$ cat src/common/srpt_pkg.sv
`default_nettype none

package srpt_pkg;

   // Identifiers shared by headers, queue entries and grants
   typedef logic [13:0] peer_id_t;
   typedef logic [13:0] rpc_id_t;

   // Bytes of a message still to be granted
   typedef logic [9:0] grantable_t;

   // Stored priority of an entry, or the command a pushed entry carries
   typedef logic [2:0] prio_t;

   // Command codes sit below every stored code
   // A pushed command therefore always sinks through the queue
   localparam prio_t prio_update       = 3'd0;
   localparam prio_t prio_update_block = 3'd1;
   localparam prio_t prio_invalidate   = 3'd2;
   localparam prio_t prio_unblock      = 3'd3;

   // Stored codes, higher sorts toward the head
   localparam prio_t prio_empty        = 3'd4;
   localparam prio_t prio_blocked      = 3'd5;
   localparam prio_t prio_active       = 3'd6;

   // One queue entry, 41 bits
   typedef struct packed {
      peer_id_t   peer;
      rpc_id_t    rpc;
      grantable_t grantable;
      prio_t      prio;
   } entry_t;

   // Value of an unused queue position or free slot
   localparam entry_t empty_entry = '{peer: '0, rpc: '0, grantable: '0, prio: prio_empty};

   // Entries per queue and size of the active set
   localparam int unsigned queue_depth = 16;
   localparam int unsigned num_slots   = 4;

   typedef logic [$clog2(num_slots)-1:0] slot_idx_t;

endpackage

`default_nettype wire

$ cat src/srpt_queue/srpt_swap_cell.sv
`timescale 1ns/1ps
`default_nettype none

module srpt_swap_cell (
   input  wire srpt_pkg::entry_t upper_i,
   input  wire srpt_pkg::entry_t lower_i,
   output srpt_pkg::entry_t      upper_o,
   output srpt_pkg::entry_t      lower_o
);

   import srpt_pkg::*;

   // Upper entry belongs below the lower one
   logic   ranks_below_c;
   logic   same_peer_c;
   logic   same_rpc_c;
   // Lower entry after the upper one's command has been applied
   entry_t merged_c;

   // Higher code wins, fewer grantable bytes break a tie
   assign ranks_below_c = (upper_i.prio != lower_i.prio) ?
                          (upper_i.prio < lower_i.prio) :
                          (upper_i.grantable > lower_i.grantable);

   assign same_peer_c = (upper_i.peer == lower_i.peer);
   assign same_rpc_c  = same_peer_c && (upper_i.rpc == lower_i.rpc);

   // Command merge as the upper entry passes the lower one
   always_comb begin
      merged_c = lower_i;
      if ((upper_i.prio == prio_update_block) && same_rpc_c) begin
         // The granted RPC itself, take the new byte count
         merged_c.grantable = upper_i.grantable;
         merged_c.prio      = prio_blocked;
      end else if ((upper_i.prio == prio_update_block) && same_peer_c) begin
         // Other RPCs of a peer that now holds a slot
         merged_c.prio = prio_blocked;
      end else if ((upper_i.prio == prio_unblock) && same_peer_c) begin
         // Peer left the active set, all its RPCs compete again
         merged_c.prio = prio_active;
      end else if ((upper_i.prio == prio_invalidate) && same_rpc_c) begin
         // Message complete
         merged_c.prio = prio_empty;
      end
   end

   // Swapped pair keeps the lower peer and rpc in the upper position
   assign upper_o = ranks_below_c ? merged_c : upper_i;
   assign lower_o = ranks_below_c ? upper_i : lower_i;

endmodule

`default_nettype wire

$ cat src/srpt_queue/srpt_queue.sv
`timescale 1ns/1ps
`default_nettype none

module srpt_queue #(
   parameter int unsigned depth_p = srpt_pkg::queue_depth
) (
   input  wire logic             ap_clk,
   input  wire logic             ap_rst,
   input  wire logic             push_i,
   input  wire srpt_pkg::entry_t push_entry_i,
   output srpt_pkg::entry_t      head_o
);

   import srpt_pkg::*;

   // Stored entries, position 0 is the head
   entry_t store_q [depth_p];

   // Vectors of depth_p+1 entries, index 0 is the pushed position
   entry_t even_c [depth_p+1];
   entry_t odd_c  [depth_p+1];

   // Head as it leaves the compare against the pushed entry
   entry_t top_lower_c;

   // Pushed entry against the current head
   srpt_swap_cell u_top_cell (
      .upper_i (push_entry_i),
      .lower_i (store_q[0]),
      .upper_o (even_c[0]),
      .lower_o (top_lower_c)
   );

   // With no push the head bypasses the top compare
   assign even_c[1] = push_i ? top_lower_c : store_q[0];

   // Even stage over stored pairs (1,2), (3,4) and so on
   for (genvar e = 1; e < depth_p - 1; e += 2) begin : g_even
      srpt_swap_cell u_even_cell (
         .upper_i (store_q[e]),
         .lower_i (store_q[e+1]),
         .upper_o (even_c[e+1]),
         .lower_o (even_c[e+2])
      );
   end

   // Last position has no partner in the even stage
   assign even_c[depth_p] = store_q[depth_p-1];

   // Odd stage, offset by one against the even stage
   assign odd_c[0] = even_c[0];

   for (genvar o = 1; o < depth_p; o += 2) begin : g_odd
      srpt_swap_cell u_odd_cell (
         .upper_i (even_c[o]),
         .lower_i (even_c[o+1]),
         .upper_o (odd_c[o]),
         .lower_o (odd_c[o+1])
      );
   end

   // A push shifts everything down by one and drops the tail
   // Without a push the old entries sort in place
   always_ff @(posedge ap_clk) begin
      if (ap_rst) begin
         for (int i = 0; i < depth_p; i++) begin
            store_q[i] <= empty_entry;
         end
      end else begin
         for (int i = 0; i < depth_p; i++) begin
            store_q[i] <= push_i ? odd_c[i] : odd_c[i+1];
         end
      end
   end

   assign head_o = store_q[0];

endmodule

`default_nettype wire

$ cat config.mk
export PLATFORM = sky130hd
export DESIGN_NAME = srpt_queue
export DESIGN_NICKNAME = d
export VERILOG_FILES = /design/src/common/srpt_pkg.sv /design/src/srpt_queue/srpt_swap_cell.sv /design/src/srpt_queue/srpt_queue.sv
export SDC_FILE = /design/constraint.sdc
export NUM_CORES = 2
export LEC_CHECK = 0
export ABC_AREA = 1
export BUFFER_PORTS_ARGS = -buffer_cell sky130_fd_sc_hd__clkbuf_2
export CAP_MARGIN = 5
export CORE_AREA = 5 5 264 394
export CTS_BUF_LIST = sky130_fd_sc_hd__clkbuf_16
export CTS_CLUSTER_DIAMETER = 200
export DETAILED_ROUTE_END_ITERATION = 6
export DIE_AREA = 0 0 269 399
export PLACE_DENSITY = 0.71
export SLEW_MARGIN = 5
export SYNTH_ARGS = -nofsm -noshare
export SYNTH_HDL_FRONTEND = slang
export SYNTH_SLANG_ARGS = --single-unit
$ cat constraint.sdc
create_clock -name ap_clk -period 9.25 [get_ports ap_clk]
set_input_delay 1.85 -clock ap_clk [delete_from_list [all_inputs] [get_ports ap_clk]]
set_output_delay 1.85 -clock ap_clk [all_outputs]
set_load 0.02 [all_outputs]
# After elaboration in Yosys (flattened, before gate mapping)
# Memories as Yosys holds them, arrays and structs flattened.
# Index checks and enable logic that the tools add are counted.
dict set report classes {
  magnitude_cmp 32
  eq_ne 96
  muxes 164
  bitwise_logic 16
  reduce_logical 80
}
# op n
set op_table {}
lappend op_table {{41-bit two-way mux} 65}
lappend op_table {{14-bit == test} 32}
lappend op_table {{3-bit two-way mux} 64}
lappend op_table {{10-bit > comparator} 16}
lappend op_table {{10-bit two-way mux} 16}
lappend op_table {{3-bit by 2-bit == test with 1-bit output, second input constant} 32}
lappend op_table {{1-bit logical AND} 80}
lappend op_table {{3-bit by 1-bit == test with 1-bit output, second input constant} 16}
lappend op_table {{3-bit less-than comparator} 16}
lappend op_table {{3-bit != test} 16}
lappend op_table {{1-bit two-way mux} 19}
lappend op_table {{1-bit OR} 16}
dict set report totals {
  regBits 0
  ramBits 656
  in_bits 44
  out_inout_bits 41
  word_cells 389
  n_memories 1
}
# memory depth word_bits read_ports rd_clocked_by_memory_dff write_ports line
set mem_list {}
lappend mem_list {store_q 16 41 16 0 16 srpt_queue.sv:17} ;# entry_t store_q [depth_p];

# Depth between registers and ports, before layout
dict set report depth {
  ltp_word 18
  ltp_mapped 34
  mapped_depth_nobuf 29
}

# Modules after synthesis
# A second synthesis with hierarchy kept.
dict set report unflattened {
  cells_unflattened 10841
  hier_area_um2 60410.4
}
# module n_inst cells_per_inst area_per_inst_um2 seq_area_each_um2
set by_module_without_submodules {}
lappend by_module_without_submodules {srpt_swap_cell 16 409 2052.0 0.0}
lappend by_module_without_submodules {srpt_queue 1 4297 27579.0 13132.6}

# Least setup slack after synthesis
# No wires, ideal clock.
dict set report synth_path {
  path_type {input port to flip-flop}
  start {in push_entry_i[12] (netlist bit)}
  end {mem store_q[0][100] (netlist bit)}
  setup_ps 86
  arrival_time_ps 5308
  required_ps 9164
  setup_slack_ps 3856
  path_stages 25
  path_buffers 4
  cell_sequence {ha_1 nand2_1 nor2_1 nand3b_1 nand2_1 inv_1 nand2_1 nand2_2 nand2_4 buf_2 clkbuf_1 o21ai_0 ha_1 nand4_1 nor3_1 o21ai_0 o2111ai_1 nand3_1 o21ai_1 clkbuf_1 clkbuf_1 nand2_1 o21ai_0 inv_1 a211oi_1}
}
# item line
set synth_rtl {}
lappend synth_rtl {{start: declaration} srpt_queue.sv:10} ;# input wire srpt_pkg::entry_t push_entry_i,
lappend synth_rtl {{end: declaration} srpt_queue.sv:17}

==> results.toml <==
[timing]
finalSetupTns_ns = 0
hold_viol_final = 0
worst_pin_slew_ns = 1.24
min_period_ns = 6.17
max_freq_mhz = 162
finalSetupViolations = 0
fin_hold_ws_ns = 0.500
slew_violations = 0
finClkSkew_ns = 0.0274
rsz0062_at_grt = "no"
relSlewSlack_pct = 16.8
fin_crit_sh_pct = 66.7

[clock_tree]
root_buffer = "clkbuf_16"
htree_levels = 3
clock_latency_ns = 0.66
cts_max_path_buffers = 3
clk_pin_slew_worst_paths_ns = 0.06
cts.repair.resized = 0
postCtsSetupBuffers = 0
cts.sinks = 656
cts_buffers = 75
hold_buffers = 0
cts_tree = "yes"

[synthesis]
ys_ff_latch = 656
syn-cell-area_um2 = 54500
syn_nets = 9828
yosysWarningCount = 0
ys_seq_area_share_pct = 24.1
avgSynthCellArea_um2 = 5.69
yosysUniqueCellTypes = 55
syn_inst = 9576

[route]
viasPerCell = 5.35
wirelength_um = 152000
ant_nets = 0
vias = 56800
drtIter0Drc = 4071
wire_per_inst_um = 14.3
drtPass1Iterations = 6
drc = 0

[layout]
final_nets = 9515
reg.largest.list = "store_q x656"
regMostFlops = "store_q"
final_cell_area_um2 = 57000
largest_reg_flops = 656
nFillCells = 10100
area_growth_pct = 4.62
drive_gt1_share_pct = 4.41

[hold_path]
hp-class = "reg -> reg"

[die]
die_w_um = 269
core_area_um2 = 99900
ios = 85
rows = 142
initial_core_util_pct = 54.6
dieArea_um2 = 107000
chipHeight_um = 399

[status]
outcome = "finished clean"

[placed_design]
port-buffer-count = 84
dpl_cell_area_um2 = 54600
hpwl_um = 110000
routabilityCongestion = 0.926

[grt]
grt-ovfl-total = 0
grt_pass1_wl_um = 247000
met1_usage_pct = 31.6
busiest_layer = "met2"
track_usage_pct = 27.3
grt_use_met2_pct = 49.2
use_met3_pct = 2.94
antenna_found_initial = 6
grt_max_degree = 175
grt_pass1_vias = 50900

[critical_path]
cp.required_ns = 9.77
cp_data_arrival_time_ns = 6.69
cp-start-kind = "flip-flop"
criticalPathCategory = "reg -> reg"
end_kind = "flip-flop"
cp_max_fo = 72

[run]
cap_violations = 0
==> Yosys cell counts (all sizes together) <==
cell,n,share of area (%)
a2111oi,4,0.064
xnor2,18,0.29
o21ai,1368,13
a21oi,449,4.2
nand4,81,0.93
a22oi,2,0.028
a211o,3,0.048
o311ai,1,0.016
a31oi,30,0.34
xor2,33,0.53
dfxtp,656,24
inv,1329,9.2
ha,208,4.8
and2,3,0.034
o2111a,1,0.021
nor2,457,3.3
o21bai,11,0.15
clkinv,4,0.028
clkbuf,332,2.3
o211ai,30,0.41
or2,15,0.17
o41ai,1,0.016
a211oi,127,1.7
buf,199,2.3
nor3,46,0.47
nand3b,23,0.37
nor3b,4,0.073
a21o,1,0.014
o221ai,2,0.032
a221oi,15,0.24
o21a,53,0.73
nor4b,2,0.032
nand3,724,6.8
and3,3,0.034
nand2,3285,23
o22ai,16,0.18
nor4,25,0.29
o2111ai,15,0.24
==> layout by cell type (no fill, tap or decap), types with 41 or more instances in the layout <==
cell / instances
a211oi_1: 127
dfxtp_1: 656
nand3_1: 712
buf_4: 56
clkbuf_16: 79
ha_1: 208
o21a_1: 53
clkbuf_2: 82
nand2_1: 3223
inv_1: 1329
a21oi_1: 445
o21ai_1: 100
nand2_2: 47
o21ai_0: 1251
nor2_1: 440
nand4_1: 81
nor3_1: 41
==> worst max-delay path, stage by stage, from the launching register on <==
cell,delay (ns)
dfxtp_1,0.33
inv_1,0.06
ha_1,0.29
nand2_1,0.07
o21ai_0,0.33
nand2_1,0.11
nand3_2,0.11
nand2_4,0.24
nand2_4,0.44
nand2_1,0.51
nand2_1,0.18
o21a_1,0.18
inv_1,0.05
ha_1,0.29
nand2_1,0.07
inv_1,0.07
nand3_1,0.08
nor3_1,0.33
o21ai_0,0.21
o2111ai_1,0.19
nand3_1,0.18
o21ai_4,0.09
buf_4,0.43
buf_4,0.55
o21ai_0,0.19
o21ai_0,0.26
a21oi_1,0.06
==> per-layer routing <==
metal,wire (µm),vias up
met5,0,-
met1,62700,24900
met2,73500,1385
met4,9100,0
met3,6600,344
li1,-,30200
==> cell families after synthesis <==
group | count (synthesis) | share of synthesized area, %
flops | 656 | 24.1
buf+inv | 1864 | 13.7
compound gates | 2129 | 21.1
xor+xnor | 51 | 0.820
simple gates | 4668 | 35.5
fa+ha+maj | 208 | 4.78
==> per-stage QoR <==
| stage | std cells | utilization (%) | setup slack (ns) |
|---|---|---|---|
| floorplan | 9576 | - | 3.86 |
| global placement | 10500 | 54.7 | 3.09 |
| detailed placement | 10500 | 54.7 | 3.09 |
| CTS | 10600 | 57.1 | 3.10 |
| global route | 10600 | 57.1 | 2.29 |
| finish | 10600 | 57.1 | 3.08 |
==> layout make-up <==
| class | count | area, µm² | area share, % |
|---|---|---|---|
| diodes | 6 | 15.0 | 0.0263 |
| well taps | 1296 | 1620 | 2.84 |
| inverters | 1333 | 5020 | 8.80 |
| repair buffers | 141 | 877 | 1.54 |
| clock buffers | 79 | 1980 | 3.47 |
| clock inverters | 55 | 402 | 0.705 |
| flip-flops and latches | 656 | 13100 | 23.0 |
| multi-input cells | 7056 | 34000 | 59.6 |
==> path summary, 6_finish.rpt <==
path / start / to / slack [ns] / depth (start not counted)
hold reg to reg: store_q[0][654] / store_q[0][654] / 0.50 / 2
setup / recovery: store_q[0][336] / store_q[0][279] / 3.08 / 26
setup reg to reg: store_q[0][336] / store_q[0][279] / 3.08 / 26
hold / removal: store_q[0][654] / store_q[0][654] / 0.50 / 2
Power is left out: the tool's default activity adds up to more than one toggle a clock period on the data nets, which glitch-free logic cannot reach.
