<file path="config.mk">
export PLATFORM = sky130hd
export DESIGN_NAME = grant_ctrl
export DESIGN_NICKNAME = d
export VERILOG_FILES = /design/src/common/srpt_pkg.sv /design/src/common/hdr_pkg.sv /design/src/grant/grant_match.sv /design/src/grant/grant_ctrl.sv
export SDC_FILE = /design/constraint.sdc
export NUM_CORES = 1
export LEC_CHECK = 0
export BUFFER_PORTS_ARGS = -buffer_cell sky130_fd_sc_hd__buf_2
export CAP_MARGIN = 30
export CORE_AREA = 3 3 177 179
export CTS_BUF_LIST = sky130_fd_sc_hd__clkbuf_8
export DETAILED_ROUTE_END_ITERATION = 8
export DIE_AREA = 0 0 180 182
export PLACE_DENSITY = 0.58
export SETUP_SLACK_MARGIN = 0.5
export SLEW_MARGIN = 10
export SYNTH_ARGS = -nofsm -noshare
export SYNTH_HDL_FRONTEND = slang
export SYNTH_SLANG_ARGS = --single-unit
</file>
<file path="constraint.sdc">
create_clock -name ap_clk -period 3 [get_ports ap_clk]
set_input_delay 0.3 -clock ap_clk [delete_from_list [all_inputs] [get_ports ap_clk]]
set_output_delay 0.3 -clock ap_clk [all_outputs]
set_load 0.005 [all_outputs]
</file>
<file path="src/common/srpt_pkg.sv">
`default_nettype none

package srpt_pkg;

   // Identifiers shared by headers, queue entries and grants
   typedef logic [13:0] peer_id_t;
   typedef logic [13:0] rpc_id_t;

   // Bytes of a message still to be granted
   typedef logic [9:0] grantable_t;

   // Stored priority of an entry, or the command a pushed entry carries
   typedef logic [2:0] prio_t;

   // Command codes sit below every stored code
   // A pushed command therefore always sinks through the queue
   localparam prio_t prio_update       = 3'd0;
   localparam prio_t prio_update_block = 3'd1;
   localparam prio_t prio_invalidate   = 3'd2;
   localparam prio_t prio_unblock      = 3'd3;

   // Stored codes, higher sorts toward the head
   localparam prio_t prio_empty        = 3'd4;
   localparam prio_t prio_blocked      = 3'd5;
   localparam prio_t prio_active       = 3'd6;

   // One queue entry, 41 bits
   typedef struct packed {
      peer_id_t   peer;
      rpc_id_t    rpc;
      grantable_t grantable;
      prio_t      prio;
   } entry_t;

   // Value of an unused queue position or free slot
   localparam entry_t empty_entry = '{peer: '0, rpc: '0, grantable: '0, prio: prio_empty};

   // Entries per queue and size of the active set
   localparam int unsigned queue_depth = 16;
   localparam int unsigned num_slots   = 4;

   typedef logic [$clog2(num_slots)-1:0] slot_idx_t;

endpackage

`default_nettype wire

</file>
<file path="src/common/hdr_pkg.sv">
`default_nettype none

package hdr_pkg;

   import srpt_pkg::*;

   // Message length and byte counts in a data header
   typedef logic [9:0] msg_len_t;

   // Head word of the incoming header FIFO, 80 bits
   typedef struct packed {
      peer_id_t    peer;
      rpc_id_t     rpc;
      msg_len_t    msg_len;
      // Bytes already received or in flight
      msg_len_t    incoming;
      // Zero marks the first unscheduled packet
      logic [31:0] offset;
   } hdr_t;

endpackage

`default_nettype wire

</file>
<file path="src/grant/grant_match.sv">
`timescale 1ns/1ps
`default_nettype none

module grant_match (
   input  wire hdr_pkg::hdr_t                              hdr_i,
   input  wire srpt_pkg::entry_t [srpt_pkg::num_slots-1:0] slots_i,
   input  wire srpt_pkg::entry_t [srpt_pkg::num_slots-1:0] heads_i,
   output logic                                            peer_hit_o,
   output srpt_pkg::slot_idx_t                             peer_slot_o,
   output logic                                            rpc_hit_o,
   output srpt_pkg::slot_idx_t                             rpc_slot_o,
   output logic                                            open_hit_o,
   output srpt_pkg::slot_idx_t                             open_slot_o
);

   import srpt_pkg::*;

   logic [num_slots-1:0] occupied_c;
   logic [num_slots-1:0] peer_eq_c;
   logic [num_slots-1:0] rpc_eq_c;
   logic [num_slots-1:0] open_c;

   // Index of the lowest set bit, zero when none is set
   function automatic slot_idx_t first_set(input logic [num_slots-1:0] vec);
      slot_idx_t idx;
      idx = '0;
      for (int s = num_slots - 1; s >= 0; s--) begin
         if (vec[s]) begin
            idx = slot_idx_t'(s);
         end
      end
      return idx;
   endfunction

   always_comb begin
      for (int s = 0; s < num_slots; s++) begin
         // Free slots keep stale ids, they must not match
         occupied_c[s] = (slots_i[s].prio != prio_empty);
         peer_eq_c[s]  = occupied_c[s] && (slots_i[s].peer == hdr_i.peer);
         rpc_eq_c[s]   = peer_eq_c[s] && (slots_i[s].rpc == hdr_i.rpc);
         // Free slot whose queue offers an eligible RPC
         open_c[s]     = !occupied_c[s] && (heads_i[s].prio == prio_active);
      end
   end

   assign peer_hit_o  = |peer_eq_c;
   assign peer_slot_o = first_set(peer_eq_c);

   assign rpc_hit_o   = |rpc_eq_c;
   assign rpc_slot_o  = first_set(rpc_eq_c);

   // Lowest open slot launches first
   assign open_hit_o  = |open_c;
   assign open_slot_o = first_set(open_c);

endmodule

`default_nettype wire

</file>
<file path="src/grant/grant_ctrl.sv">
`timescale 1ns/1ps
`default_nettype none

module grant_ctrl (
   input  wire logic                                       ap_clk,
   input  wire logic                                       ap_rst,
   input  wire logic                                       hdr_valid_i,
   input  wire hdr_pkg::hdr_t                              hdr_i,
   output logic                                            hdr_read_o,
   input  wire logic                                       grant_full_i,
   output logic                                            grant_write_o,
   output srpt_pkg::entry_t                                grant_o,
   input  wire srpt_pkg::entry_t [srpt_pkg::num_slots-1:0] heads_i,
   output logic                                            push_o,
   output srpt_pkg::entry_t [srpt_pkg::num_slots-1:0]      push_entries_o
);

   import srpt_pkg::*;

   // Active set, one granted RPC per slot
   entry_t [num_slots-1:0] slots_q;

   logic       peer_hit;
   slot_idx_t  peer_slot;
   logic       rpc_hit;
   slot_idx_t  rpc_slot;
   logic       open_hit;
   slot_idx_t  open_slot;

   // Header decode
   logic       need_c;
   logic       first_c;
   grantable_t hdr_grantable_c;

   // Actions for this cycle
   logic       hdr_first_c;
   logic       hdr_later_c;
   logic       grant_go_c;
   entry_t     launch_c;

   grant_match u_grant_match (
      .hdr_i       (hdr_i),
      .slots_i     (slots_q),
      .heads_i     (heads_i),
      .peer_hit_o  (peer_hit),
      .peer_slot_o (peer_slot),
      .rpc_hit_o   (rpc_hit),
      .rpc_slot_o  (rpc_slot),
      .open_hit_o  (open_hit),
      .open_slot_o (open_slot)
   );

   // Every header is consumed in the cycle it shows up
   assign hdr_read_o = hdr_valid_i;

   assign need_c          = (hdr_i.msg_len > hdr_i.incoming);
   assign first_c         = (hdr_i.offset == '0);
   assign hdr_grantable_c = hdr_i.msg_len - hdr_i.incoming;

   // New message that still needs grants
   assign hdr_first_c = hdr_valid_i && first_c && need_c;
   // Data for an RPC that holds a slot
   assign hdr_later_c = hdr_valid_i && !first_c && rpc_hit;
   // Grants only run in cycles without a header
   assign grant_go_c  = !hdr_valid_i && !grant_full_i && open_hit;

   assign launch_c = heads_i[open_slot];

   // Headers needing no action push nothing
   assign push_o = hdr_first_c || hdr_later_c || grant_go_c;

   // Per-queue entry, only looked at when push_o is high
   always_comb begin
      for (int s = 0; s < num_slots; s++) begin
         if (hdr_valid_i) begin
            push_entries_o[s].peer      = hdr_i.peer;
            push_entries_o[s].rpc       = hdr_i.rpc;
            push_entries_o[s].grantable = hdr_grantable_c;
            if (first_c) begin
               // Peer already granted, eligible only in its own slot
               if (peer_hit && (slot_idx_t'(s) != peer_slot)) begin
                  push_entries_o[s].prio = prio_blocked;
               end else begin
                  push_entries_o[s].prio = prio_active;
               end
            end else begin
               // Complete message leaves every queue
               push_entries_o[s].prio = need_c ? prio_unblock : prio_invalidate;
            end
         end else begin
            push_entries_o[s].peer      = launch_c.peer;
            push_entries_o[s].rpc       = launch_c.rpc;
            push_entries_o[s].grantable = launch_c.grantable;
            // Own queue keeps it active, the others block the peer
            if (slot_idx_t'(s) == open_slot) begin
               push_entries_o[s].prio = prio_update;
            end else begin
               push_entries_o[s].prio = prio_update_block;
            end
         end
      end
   end

   // Active set changes on the same edge as the queues
   always_ff @(posedge ap_clk) begin
      if (ap_rst) begin
         for (int s = 0; s < num_slots; s++) begin
            slots_q[s] <= empty_entry;
         end
         grant_write_o <= 1'b0;
         grant_o       <= '0;
      end else begin
         grant_write_o <= grant_go_c;
         if (grant_go_c) begin
            grant_o            <= launch_c;
            slots_q[open_slot] <= launch_c;
         end
         // Slot frees up once its RPC sends more data
         if (hdr_later_c) begin
            slots_q[rpc_slot].prio <= prio_empty;
         end
      end
   end

endmodule

`default_nettype wire

</file>
**Word level (Yosys, flattened, before mapping)**

Cells that the tools add are included.

- Flip-flop bits (word level): 206
- Bits in latches: 0
- Memory bits (writable): 0
- ROM bits: 0
- Bits of input ports: 248
- Output and inout bits: 208
- Word-level logic and storage cells: 128
- Memories kept: 0

- Add/sub/neg operators: 1
- $mul: 0
- Divide/modulo/power cells: 0
- $lt $le $gt $ge: 5
- Equal/unequal tests: 22
- Shift-type cells: 0
- Muxes and demuxes: 40
- Bitwise operators: 0
- Reduce and logical (&&, ||, !) cells: 39

Operators by type and width:

| kind | number |
|---|---|
| 164-bit two-way mux | 3 |
| 164-bit bitwise mux | 2 |
| 41-bit two-way mux | 6 |
| 41-bit demux with 2-bit select | 2 |
| 14-bit == test | 8 |
| 41-bit binary-select mux with 2-bit select | 1 |
| 32-bit logical NOT | 1 |
| 2-bit two-way mux | 16 |
| 1-bit logical AND | 24 |
| 3-bit two-way mux | 5 |
| 3-bit == test (second input constant) | 4 |
| 3-bit inequality test (second input constant) | 4 |
| 4-bit OR reduction | 3 |
| 10-bit greater-than comparator | 1 |
| 10-bit subtractor | 1 |
| 1-bit logical NOT | 7 |
| 2-bit by 3-bit < comparator with 1-bit output (second input constant) | 2 |
| 1-bit two-way mux | 5 |
| 2-bit == test (first input constant) | 2 |
| 2-bit by 1-bit greater-or-equal comparator with 1-bit output (second input constant) | 2 |
| 2-bit inequality test (first input constant) | 2 |
| 1-bit by 2-bit == test with 1-bit output (first input constant) | 1 |
| 2-bit logical NOT | 1 |
| 1-bit logical OR | 2 |
| 2 further kinds | 2 |

**Logic depth before layout (Yosys ltp)**

Gate-level depths: netlist (run 1).

- Depth in word-level cells: 16
- Gate-level depth with buffers: 11
- Depth with buffers taken out: 10

**Modules after synthesis**

From an unflattened synthesis (run 1), not the netlist that was laid out.

- Cells, all modules: 1,439
- Area, all modules: 11,643.7 um^2

Modules (own cells, without submodules):

| module | times used | cells an instance | area each (um^2) | sequential area each (um^2) |
|---|---|---|---|---|
| grant_ctrl | 1 | 1,250 | 10,226.1 | 4,124.0 |
| grant_match | 1 | 189 | 1,417.6 | 0.0 |

**Worst setup path before layout (run 1)**

Ideal clock, no wire load.

- Kind: input to output
- Start point: input hdr_i[34] in the netlist's numbering
- End point: output push_entries_o[135] in the netlist's numbering
- Arrival: 2.246 ns
- Data required time: 2.700 ns
- Path slack: 0.454 ns
- Stages on the path: 10
- Buffers on the path: 1
- Cell sequence: inv_1 > ha_1 > o21ai_0 > a21oi_1 > o31a_1 > or4_1 > a31oi_1 > xor2_1 > mux2i_1 > buf_4

RTL lines:

| element | line | text |
|---|---|---|
| start, declared | grant_ctrl.sv:8 | `input wire hdr_pkg::hdr_t hdr_i,` |
| end, declared | grant_ctrl.sv:15 | `output srpt_pkg::entry_t [srpt_pkg::num_slots-1:0] push_entries_o` |

==> summary.txt, run 1 <==
Power and ir drop
  – Power Density: 424 nW/um2
  – Switching Share: 32.0%
  – Maximum vdd drop: 218 uV
  – P_sw: 1860 uW
  – Clock share of power: 30.5%
  – Reg power frac: 39.6%
  – Leak: 0.00577 uW
  – Comb pwr share: 29.9%
  – Pint: 3950 uW

GRT
  – First-pass GRT wire length: 55500 um
  – Total grt overflow: 0
  – Largest net degree at the start of global routing: 69
  – Vias in the first global route: 9180
  – Initial antenna violation count: 1
  – Total GRT Usage: 21.9%

Timing
  – Unrepaired setup endpoints after global routing: true
  – Least-Margin Pin Slew: 0.898 ns
  – F_max: 0.310 GHz
  – Slew HR: 40.1%
  – Fin crit share: 107%
  – Setup ws final: -0.222 ns
  – Final Skew: 0.0209 ns
  – # setup viols final: 148
  – Post-layout min period: 3.22 ns
  – Hold Fails Final Rpt: 0
  – Slew Viols, Final: 0

Critical path
  – WS Path Type: register to output pin
  – Worst Path Max Fanout: 5
  – Arrival @ worst endpoint: 2.92 ns
  – CP endpoint kind: output pin
  – CP Launch Type: register
  – CP Data Required Time: 2.70 ns

Logic synthesis
  – Top cell type's share of synthesized area: 34.4%
  – Synth Cell Area: 9650 um2
  – Post-synth EDFFs: 0
  – Post-synth cell types: 53
  – Primary FF master, synth: dfxtp_1
  – Sequential area share after synthesis: 34.4%
  – Area leader, netlist: dfxtp_1
  – Seq cells post-synth: 166
  – Cells after Synth: 1144
  – Dominant cells by area after synthesis: dfxtp_1, a211oi_1, buf_4, nor2_1, xnor2_1
  – Ys async rst share: 0%
  – Syn Area/Cell: 8.44 um2
  – Yosys warns: 0
  – Net Count, Synth: 1403

Finish
  – Final Non-Filler Cells: 1922
  – Share of layout cells above drive strength 1: 50.8%
  – Final Cell Area: 13700 um2
  – # diodes: 0
  – Area delta synth->final: 42.0%
  – Total Nets Final: 1779

Routing
  – WL/cell: 20.0 um
  – Drt pass-1 iters: 8
  – Via count: 9774
  – Post-route DRC: 0
  – Final WL: 38400 um
  – Via density: 5.09
  – Iteration-0 DRC Markers: 701
  – Final ANT Viol Nets: 0

Place
  – Placed cells: 1842
  – Dpl hpwl: 29200 um
  – I/O Buffers: 455
  – GPL Wtd Cong: 0.884
  – Placed inst area: 11800 um2

Floorplan
  – Top Ports: 456
  – Core Region: 29700 um2
  – Die Span Y: 182 um
  – Die area: 32800 um2
  – Row count: 63
  – Initial Util: 32.5%
  – Die X: 180 um

Clock tree
  – Skew-Pair Late Insertion Delay: 0.47 ns
  – Clk buf depth: 2
  – Clk slew on worst S/H paths: 0.10 ns
  – Root buf cell: clkbuf_8
  – H-tree lvl count: 4
  – Sink Count: 166
  – TritonCTS Buffers: 17
  – CTS tree: yes

Min path
  – Hold WC Path Type: input pin to register

Status
  – Failing checks: setup timing
  – Status: finished with violations

Run
  – Max Cap Viol: 0
-- final cells by class --
type | instances | area (um2)
well taps | 390 | 488
multi-input cells | 743 | 5780
repair buffers | 578 | 3620
clock inverters | 13 | 170
fillers | 2952 | 16000
clock buffers | 18 | 248
flip-flops and latches | 166 | 3340
inverters | 14 | 52.6
-- per-layer routing --
metal | vias up | part of all wire [%] | GRT usage [%]
met1 | 4617 | 43 | 28.4
met3 | 41 | 6.7 | 4.89
met5 | - | 0.034 | 0
li1 | 4724 | - | -
met4 | 2 | 2.3 | 7.12
met2 | 390 | 48 | 36.2
-- worst paths after layout --
path | slack, ns | start | to | cells after the start
min reg2reg | 0.44 | slots_q[84]$_SDFF_PP1_ | slots_q[84]$_SDFF_PP1_ | 1
max reg2reg | 0.35 | slots_q[41]$_SDFF_PP0_ | register | 13
max | -0.22 | slots_q[124]$_SDFF_PP0_ | push_entries_o[78] | 11
min | 0.19 | heads_i[10] | grant_o[10]$_SDFFE_PP0N_ | 3
-- stage by stage --
step / util, % / TNS (ns) / setup WS (ns) / total power [uW] / hold slack (ns)
4_1_cts: 43.5 / -12.88 / -0.166 / 5690 / 0.160
5_1_grt: 46.1 / -41.10 / -0.372 / 6070 / 0.169
6_report: 46.1 / -16.79 / -0.222 / 5810 / 0.189
3_3_place_gp: 39.6 / -0.00748 / -0.00748 / 3780 / 0.417
3_5_place_dp: 39.6 / -0.281 / -0.0974 / 3790 / 0.422
2_1_floorplan: - / 0 / 0.564 / 3240 / 0.402
-- cell families (layout without fill, tap and decap cells) --
| logic type | Yosys count | after routing | share of synthesized area, % |
|---|---|---|---|
| simple gates | 311 | 311 | 15.2 |
| fa+ha+maj | 11 | 11 | 1.50 |
| compound gates | 298 | 298 | 22.8 |
| xor+xnor | 118 | 118 | 10.8 |
| flops | 166 | 166 | 34.4 |
| mux | 5 | 5 | 0.519 |
| buf+inv | 235 | 623 | 14.7 |
-- power groups by stage --
stage          sequential, uW  clock, uW  combinational, uW
5_1_grt                  2310       1890               1870
2_1_floorplan            2350          0                887
6_report                 2300       1770               1740
4_1_cts                  2300       1800               1580
3_3_place_gp             2350          0               1430
3_5_place_dp             2350          0               1430
-- cell usage in the layout (no fill, tap or decap), drive strengths merged, types with 21 or more instances in the layout --
cell type and count:
a21boi 40, nor2 198, a21oi 40, a222oi 38, xnor2 71, buf 578
dfxtp 166, inv 21, nor4 24, a211oi 151, xor2 47
-- critical path: stages (launching register included) --
cell,delay [ns]
dfxtp_1,0.33
nor3b_2,0.32
nand4b_1,0.24
nor4b_4,0.32
buf_6,0.19
buf_12,0.11
buf_16,0.11
a222oi_1,0.05
a21boi_2,0.17
buf_6,0.14
a21oi_4,0.28
buf_2,0.18
-- Yosys cell counts, drive strengths merged (20+ instances only) --
master  count
nor2      198
clkbuf     56
a21boi     40
nor4       24
a211oi    151
xor2       47
xnor2      71
buf       165
nand4      20
dfxtp     166
a21oi      40
a222oi     38
-- repair_timing --
action,CTS,global route
hold buffers,0,0
gates cloned,2,0
setup buffers,23,24
setup endpoints to repair,200,282
gates resized for setup,131,122
pin swaps,29,22
Note: power is estimated with default switching activity, not from simulation.
==> run 2: changes to the inputs <==
- PLACE_DENSITY: 0.58 -> 0.64
==> run 2 against run 1 <==
Effect of this change:
- largest cell class unchanged
- cell count increased by 1.0%
- highest routed layer is now met4
- flip-flop and latch count unchanged
- the flow still finishes with violations (setup timing)
- clock power decreased by 3%
==> summary.txt, run 2 (synthesis gave the netlist of run 1 again) <==
Floorplan
  – Die area: 32800 um2 (unchanged)
  – Row count: 63 (unchanged)
  – Initial Util: 32.5% (unchanged)
  – Die Span Y: 182 um (unchanged)
  – Top Ports: 456 (unchanged)
  – Die X: 180 um (unchanged)
  – Core Region: 29700 um2 (unchanged)

Finish
  – Layout filler cell count: 2918 (-1.2%)
  – Total Nets Final: 1798 (+1.1%)
  – Share of layout cells above drive strength 1: 47.6% (-3.2 points)
  – Area delta synth->final: 43.7%
  – Most frequent cells in the layout: buf_2, nor2_1, dfxtp_1
  – Commonest non-fill, non-tap cell in the layout: buf_2
  – # diodes: 0 (unchanged)
  – Final Non-Filler Cells: 1942 (+1.0%)

Timing
  – Final Skew: 0.0226 ns (+0.00171 ns)
  – Setup ws final: -0.336 ns (-0.114 ns)
  – Slew HR: 51.3% (+11 points)
  – # setup viols final: 148 (unchanged)
  – Unrepaired setup endpoints after global routing: true
  – Slew Viols, Final: 0 (unchanged)
  – F_max: 0.300 GHz (-3.4%)
  – Post-layout min period: 3.34 ns (+0.114 ns)
  – Least-Margin Pin Slew: 0.731 ns (-0.167 ns)
  – Fin crit share: 111% (+3.8 points)
  – Setup_tns: -24.09 ns (-7.30 ns)
  – Hold Fails Final Rpt: 0 (unchanged)

Routing
  – Final ANT Viol Nets: 0 (unchanged)
  – Via count: 10128 (+3.6%)
  – Via density: 5.22 (+2.6%)
  – Iteration-0 DRC Markers: 870 (+24%)
  – Drt pass-1 iters: 9 (+1)
  – Final WL: 42100 um (+9.5%)
  – Post-route DRC: 0 (unchanged)
  – WL/cell: 21.7 um (+8.4%)

GRT
  – First-pass GRT wire length: 59600 um (+7.5%)
  – Largest net degree at the start of global routing: 70 (+1.4%)
  – Vias in the first global route: 9526 (+3.8%)
  – Total GRT Usage: 23.6% (+1.7 points)
  – Initial antenna violation count: 1 (unchanged)
  – Total grt overflow: 0 (unchanged)

Critical path
  – Family with the most delay on the worst path: buffers and inverters
  – CP endpoint kind: output pin
  – CP Launch Type: register
  – Critical Path, Cell by Cell: nor3b_4 > and4b_2 > nor3_4 > buf_12 > buf_4 > buf_12 > buf_12 > a222oi_1 > a21boi_2 > mux2i_1 > buf_4 > buf_6
  – CP bufs+invs: 6 (+1)
  – R2R Setup Slk: 0.07 ns (-0.28 ns)
  – Worst Path Max Fanout: 6 (+1)
  – Arrival @ worst endpoint: 3.04 ns (+0.12 ns)
  – Critical Path Most Common Cell: buf_12
  – CP Data Required Time: 2.70 ns (about the same)
  – WS Path Type: register to output pin
  – Critical Path Slowest Stage Cell: a222oi_1
  – Max stage delay on crit path: 0.43 ns (+0.10 ns)

Clock tree
  – Clk buf depth: 2 (unchanged)
  – Root buf cell: clkbuf_8
  – Skew-Pair Late Insertion Delay: 0.47 ns (about the same)
  – CTS tree: yes
  – Sink Count: 166 (unchanged)
  – H-tree lvl count: 4 (unchanged)
  – Clk slew on worst S/H paths: 0.10 ns (about the same)
  – Post-CTS Hold Buffers: 0 (unchanged)
  – TritonCTS Buffers: 17 (unchanged)

Power and ir drop
  – Leak: 0.00589 uW (+2.1%)
  – Power Density: 420 nW/um2 (-1.1%)
  – Final Power: 5820 uW (+0.10%)
  – Maximum vdd drop: 278 uV (+27%)

Status
  – Failing checks: setup timing
  – Status: finished with violations

Place
  – I/O Buffers: 455 (unchanged)
  – GPL Wtd Cong: 0.916 (+3.6%)
  – Dpl hpwl: 29200 um (about the same)
  – Placed cells: 1856 (+0.76%)

Min path
  – Hold WC Path Type: input pin to register

Run
  – Max Cap Viol: 0 (unchanged)
-- run 2: cell count changes in the layout (fill, tap and decap cells not counted), sizes merged --
cell | before | now
bufinv | 3 | 2
clkbuf | 18 | 23
clkinv | 3 | 4
clkinvlp | 0 | 1
buf | 578 | 592
-- run 2: path summary, 6_finish.rpt --
path	cells after the start	start	end
setup / recovery	12	slots_q[0]$_SDFF_PP0_	push_entries_o[9]
hold / removal	3	heads_i[4]	grant_o[4]$_SDFFE_PP0N_
setup reg to reg	13	slots_q[0]$_SDFF_PP0_	register
hold reg to reg	1	slots_q[125]$_SDFF_PP1_	slots_q[125]$_SDFF_PP1_
-- run 2: metrics by stage --
| step | hold WS, ns | instance area (um2) | utilization, % | setup slack (ns) |
|---|---|---|---|---|
| global placement | 0.420 | 11900 | 40.0 | -0.224 |
| finish | 0.230 | 13900 | 46.7 | -0.336 |
| floorplan | 0.402 | 9660 | - | 0.564 |
| detailed placement | 0.420 | 11900 | 40.0 | -0.386 |
| CTS | 0.172 | 13300 | 44.7 | -0.301 |
| global route | 0.231 | 13900 | 46.7 | -0.473 |
-- run 2: power breakdown --
| part | total [uW] | internal, uW | switching [uW] |
|---|---|---|---|
| combinational | 1810 | 878 | 927 |
| sequential | 2300 | 2270 | 37.7 |
| clock | 1710 | 786 | 925 |
-- run 2: final cells by class --
cell class	instances	area [um2]	area share, %
Clock buffer	18	248	1.79
Clock inverter	14	160	1.15
Inverter	14	52.6	0.379
Multi-Input combinational cell	743	5530	39.9
Sequential cell	166	3330	24.0
Tap cell	390	488	3.52
Timing Repair Buffer	597	4060	29.3
-- run 2: worst register-to-register path: stages, from the launching register on --
cell      delay, ns
dfxtp_2        0.35
nor3b_4        0.23
and4b_2        0.30
nor3_4         0.05
buf_12         0.13
buf_12         0.14
a222oi_1       0.64
buf_4          0.24
a21boi_4       0.21
buf_4          0.14
buf_6          0.08
buf_6          0.08
buf_4          0.13
a211oi_1       0.08
-- run 2: timing repair --
item	4_1_cts	5_1_grt
pin swaps	30	17
gates cloned	8	5
endpoints found under the setup margin	269	284
setup buffers	22	19
resized for setup	137	66
-- run 2: per-layer routing --
layer | up-vias | global-route usage (%) | part of all wire [%]
met5 | - | 0 | 0
met4 | 0 | 7.77 | 2.5
met3 | 52 | 3.71 | 6.7
met2 | 465 | 39.2 | 49
met1 | 4855 | 31.3 | 42
li1 | 4756 | - | -
==> run 3: changes to the inputs <==
- clock period: 3 -> 3.1 ns (I/O delays scaled with it)
==> run 3 against run 2 <==
Effect of this change:
- the flow still finishes with violations (setup timing)
- first-iteration DRC count rose by 4.3%
- wire length fell by 6.0%
- critical path depth fell by 1
- setup slack improved by 0.16 ns
- clock skew fell by 0.0024 ns
- die area did not move
- design area fell by 1.8%
- register-to-register slack improved by 0.29 ns
- combinational power fell by 7%
- utilization fell by 0.82 points
- largest cell class unchanged
==> summary.txt, run 3 (synthesis gave the netlist of run 1 again) <==
Power and ir drop
  – Switching Share: 34.8% (+2.4 points)
  – Power Density: 407 nW/um2 (-3.1%)
  – Reg power frac: 40.2% (+0.6 points)
  – Leak: 0.00582 uW (-1.2%)
  – Clock share of power: 29.5% (about the same)
  – P_sw: 1930 uW (+2.2%)
  – Pint: 3610 uW (-8.1%)
  – Comb pwr share: 30.3% (-0.7 points)
  – Final Power: 5540 uW (-4.7%)
  – Maximum vdd drop: 220 uV (-21%)

Min path
  – Hold WC Path Type: input pin to register

Routing
  – Via count: 10061 (-0.66%)
  – Drt pass-1 iters: 8 (-1)
  – Final WL: 39500 um (-6.0%)
  – Post-route DRC: 0 (unchanged)
  – Iteration-0 DRC Markers: 907 (+4.3%)
  – Via density: 5.24 (+0.48%)
  – Final ANT Viol Nets: 0 (unchanged)
  – WL/cell: 20.6 um (-5.0%)

Status
  – Failing checks: setup timing
  – Status: finished with violations

Timing
  – Least-Margin Pin Slew: 0.909 ns (+0.178 ns)
  – # setup viols final: 74 (-50%)
  – Slew HR: 39.4% (-12 points)
  – Post-layout min period: 3.28 ns
  – F_max: 0.305 GHz
  – Unrepaired setup endpoints after global routing: true
  – Slew Viols, Final: 0 (unchanged)
  – Fin crit share: 106%
  – Setup ws final: -0.181 ns (+0.156 ns)
  – Hold Fails Final Rpt: 0 (unchanged)
  – Setup_tns: -5.71 ns (+18.38 ns)
  – Final Skew: 0.0202 ns (-0.00237 ns)

Run
  – Max Cap Viol: 0 (unchanged)

GRT
  – Initial antenna violation count: 0 (-1)
  – First-pass GRT wire length: 58100 um (-2.5%)
  – Most Used Layer, Global Route: met2
  – Total GRT Usage: 22.8% (-0.78 points)
  – GR met3 Demand/Resource: 4.27% (+0.56 points)
  – Met2 Use GR: 37.6% (-1.5 points)
  – Largest net degree at the start of global routing: 74 (+5.7%)
  – Met1 usage: 30.5% (-0.88 points)
  – Total grt overflow: 0 (unchanged)
  – Vias in the first global route: 9488 (-0.40%)

Critical path
  – Critical Path, Cell by Cell: nor3b_4 > and4b_2 > buf_6 > nor4b_4 > buf_4 > buf_12 > buf_16 > a222oi_1 > a21boi_4 > a21oi_4 > buf_2
  – Arrival @ worst endpoint: 2.97 ns (-0.07 ns)
  – Max stage delay on crit path: 0.39 ns (-0.04 ns)
  – WS Path Type: register to output pin
  – CP Data Required Time: 2.79 ns (+0.09 ns)
  – Family with the most delay on the worst path: compound AO/OA/AOI/OAI gates
  – Worst Path Max Fanout: 7 (+1)
  – Critical Path Slowest Stage Cell: a21boi_4
  – CP Launch Type: register
  – CP endpoint kind: output pin
  – CP bufs+invs: 5 (-1)

Finish
  – Register cell area after layout: 3340 um2 (+0.15%)
  – Multi-input gate area: 5750 um2 (+4.0%)
  – Share of layout cells above drive strength 1: 48.5% (+0.88 points)
  – Area delta synth->final: 41.2%
  – Commonest non-fill, non-tap cell in the layout: buf_2
  – Final Non-Filler Cells: 1920 (-1.1%)
  – Total Nets Final: 1776 (-1.2%)
  – Most frequent cells in the layout: buf_2, nor2_1, dfxtp_1
  – Util after Layout: 45.9% (-0.82 points)
  – # diodes: 0 (unchanged)
  – Layout filler cell count: 2909 (-0.31%)

Clock tree
  – Clk slew on worst S/H paths: 0.12 ns (+0.02 ns)
  – Post-CTS Hold Buffers: 0 (unchanged)
  – Clk buf depth: 2 (unchanged)
  – Sink Count: 166 (unchanged)
  – Skew-Pair Late Insertion Delay: 0.47 ns (about the same)
  – H-tree lvl count: 4 (unchanged)
  – Root buf cell: clkbuf_8
  – CTS tree: yes
  – TritonCTS Buffers: 17 (unchanged)

Place
  – I/O Buffers: 455 (unchanged)
  – Worst slack, placed: -0.122 ns (+0.264 ns)
  – Placed cells: 1822 (-1.8%)
  – Dpl hpwl: 29200 um (about the same)
  – GPL Wtd Cong: 0.890 (-2.8%)

Floorplan
  – Die Span Y: 182 um (unchanged)
  – Die area: 32800 um2 (unchanged)
  – Core Region: 29700 um2 (unchanged)
  – Row count: 63 (unchanged)
  – Die X: 180 um (unchanged)
  – Initial Util: 32.5% (unchanged)
  – Top Ports: 456 (unchanged)
## run 3: power groups by stage
stage                     combinational [uW]  sequential [uW]  clock [uW]
after global placement                  1350             2280           0
after global routing                    1810             2240        1760
after floorplan                          856             2270           0
after CTS                               1520             2230        1680
after detailed placement                1350             2280           0
final                                   1680             2230        1630
## run 3: worst reg2reg max path, delay by kind of cell (launching register included)
family | cells | cell delay, ns
AND/OR/NAND/NOR | 3 | 0.60
flip-flops | 1 | 0.35
buffers and inverters | 5 | 0.67
AO/OA/AOI/OAI | 3 | 0.97
## run 3: final timing paths
path | start | to | slack, ns | depth (start not counted)
min | heads_i[4] | grant_o[4]$_SDFFE_PP0N_ | 0.20 | 3
max | slots_q[43]$_SDFF_PP1_ | push_entries_o[95] | -0.18 | 11
min reg2reg | slots_q[125]$_SDFF_PP1_ | slots_q[125]$_SDFF_PP1_ | 0.47 | 1
max reg2reg | slots_q[43]$_SDFF_PP1_ | grant_o[33]$_SDFFE_PP0N_ | 0.36 | 11
## run 3: cell type report
| cell class | instances | share of cell area [%] |
|---|---|---|
| sequential | 166 | 24.5 |
| inverter | 14 | 0.386 |
| timing repair buffer | 575 | 26.3 |
| tap | 390 | 3.58 |
| clock inverter | 15 | 1.29 |
| clock buffer | 17 | 1.72 |
| multi-input combinational | 743 | 42.2 |
## run 3: metal layers
metal | share of wire [%] | wire, um
met1 | 42 | 16500
met2 | 49 | 19300
met3 | 7.5 | 2980
met4 | 1.8 | 716
met5 | 0 | 0
## run 3: through the flow
step                cell area, um2  hold slack, ns
global placement             11600           0.416
global route                 13600           0.217
floorplan                     9650           0.402
detailed placement           11600           0.418
CTS                          12800           0.173
finish                       13600           0.201
## run 3: repair_timing
action,CTS,global route
pin swaps,31,35
endpoints found under the setup margin,184,190
resized for setup,123,101
gates cloned,3,0
buffers inserted,23,40
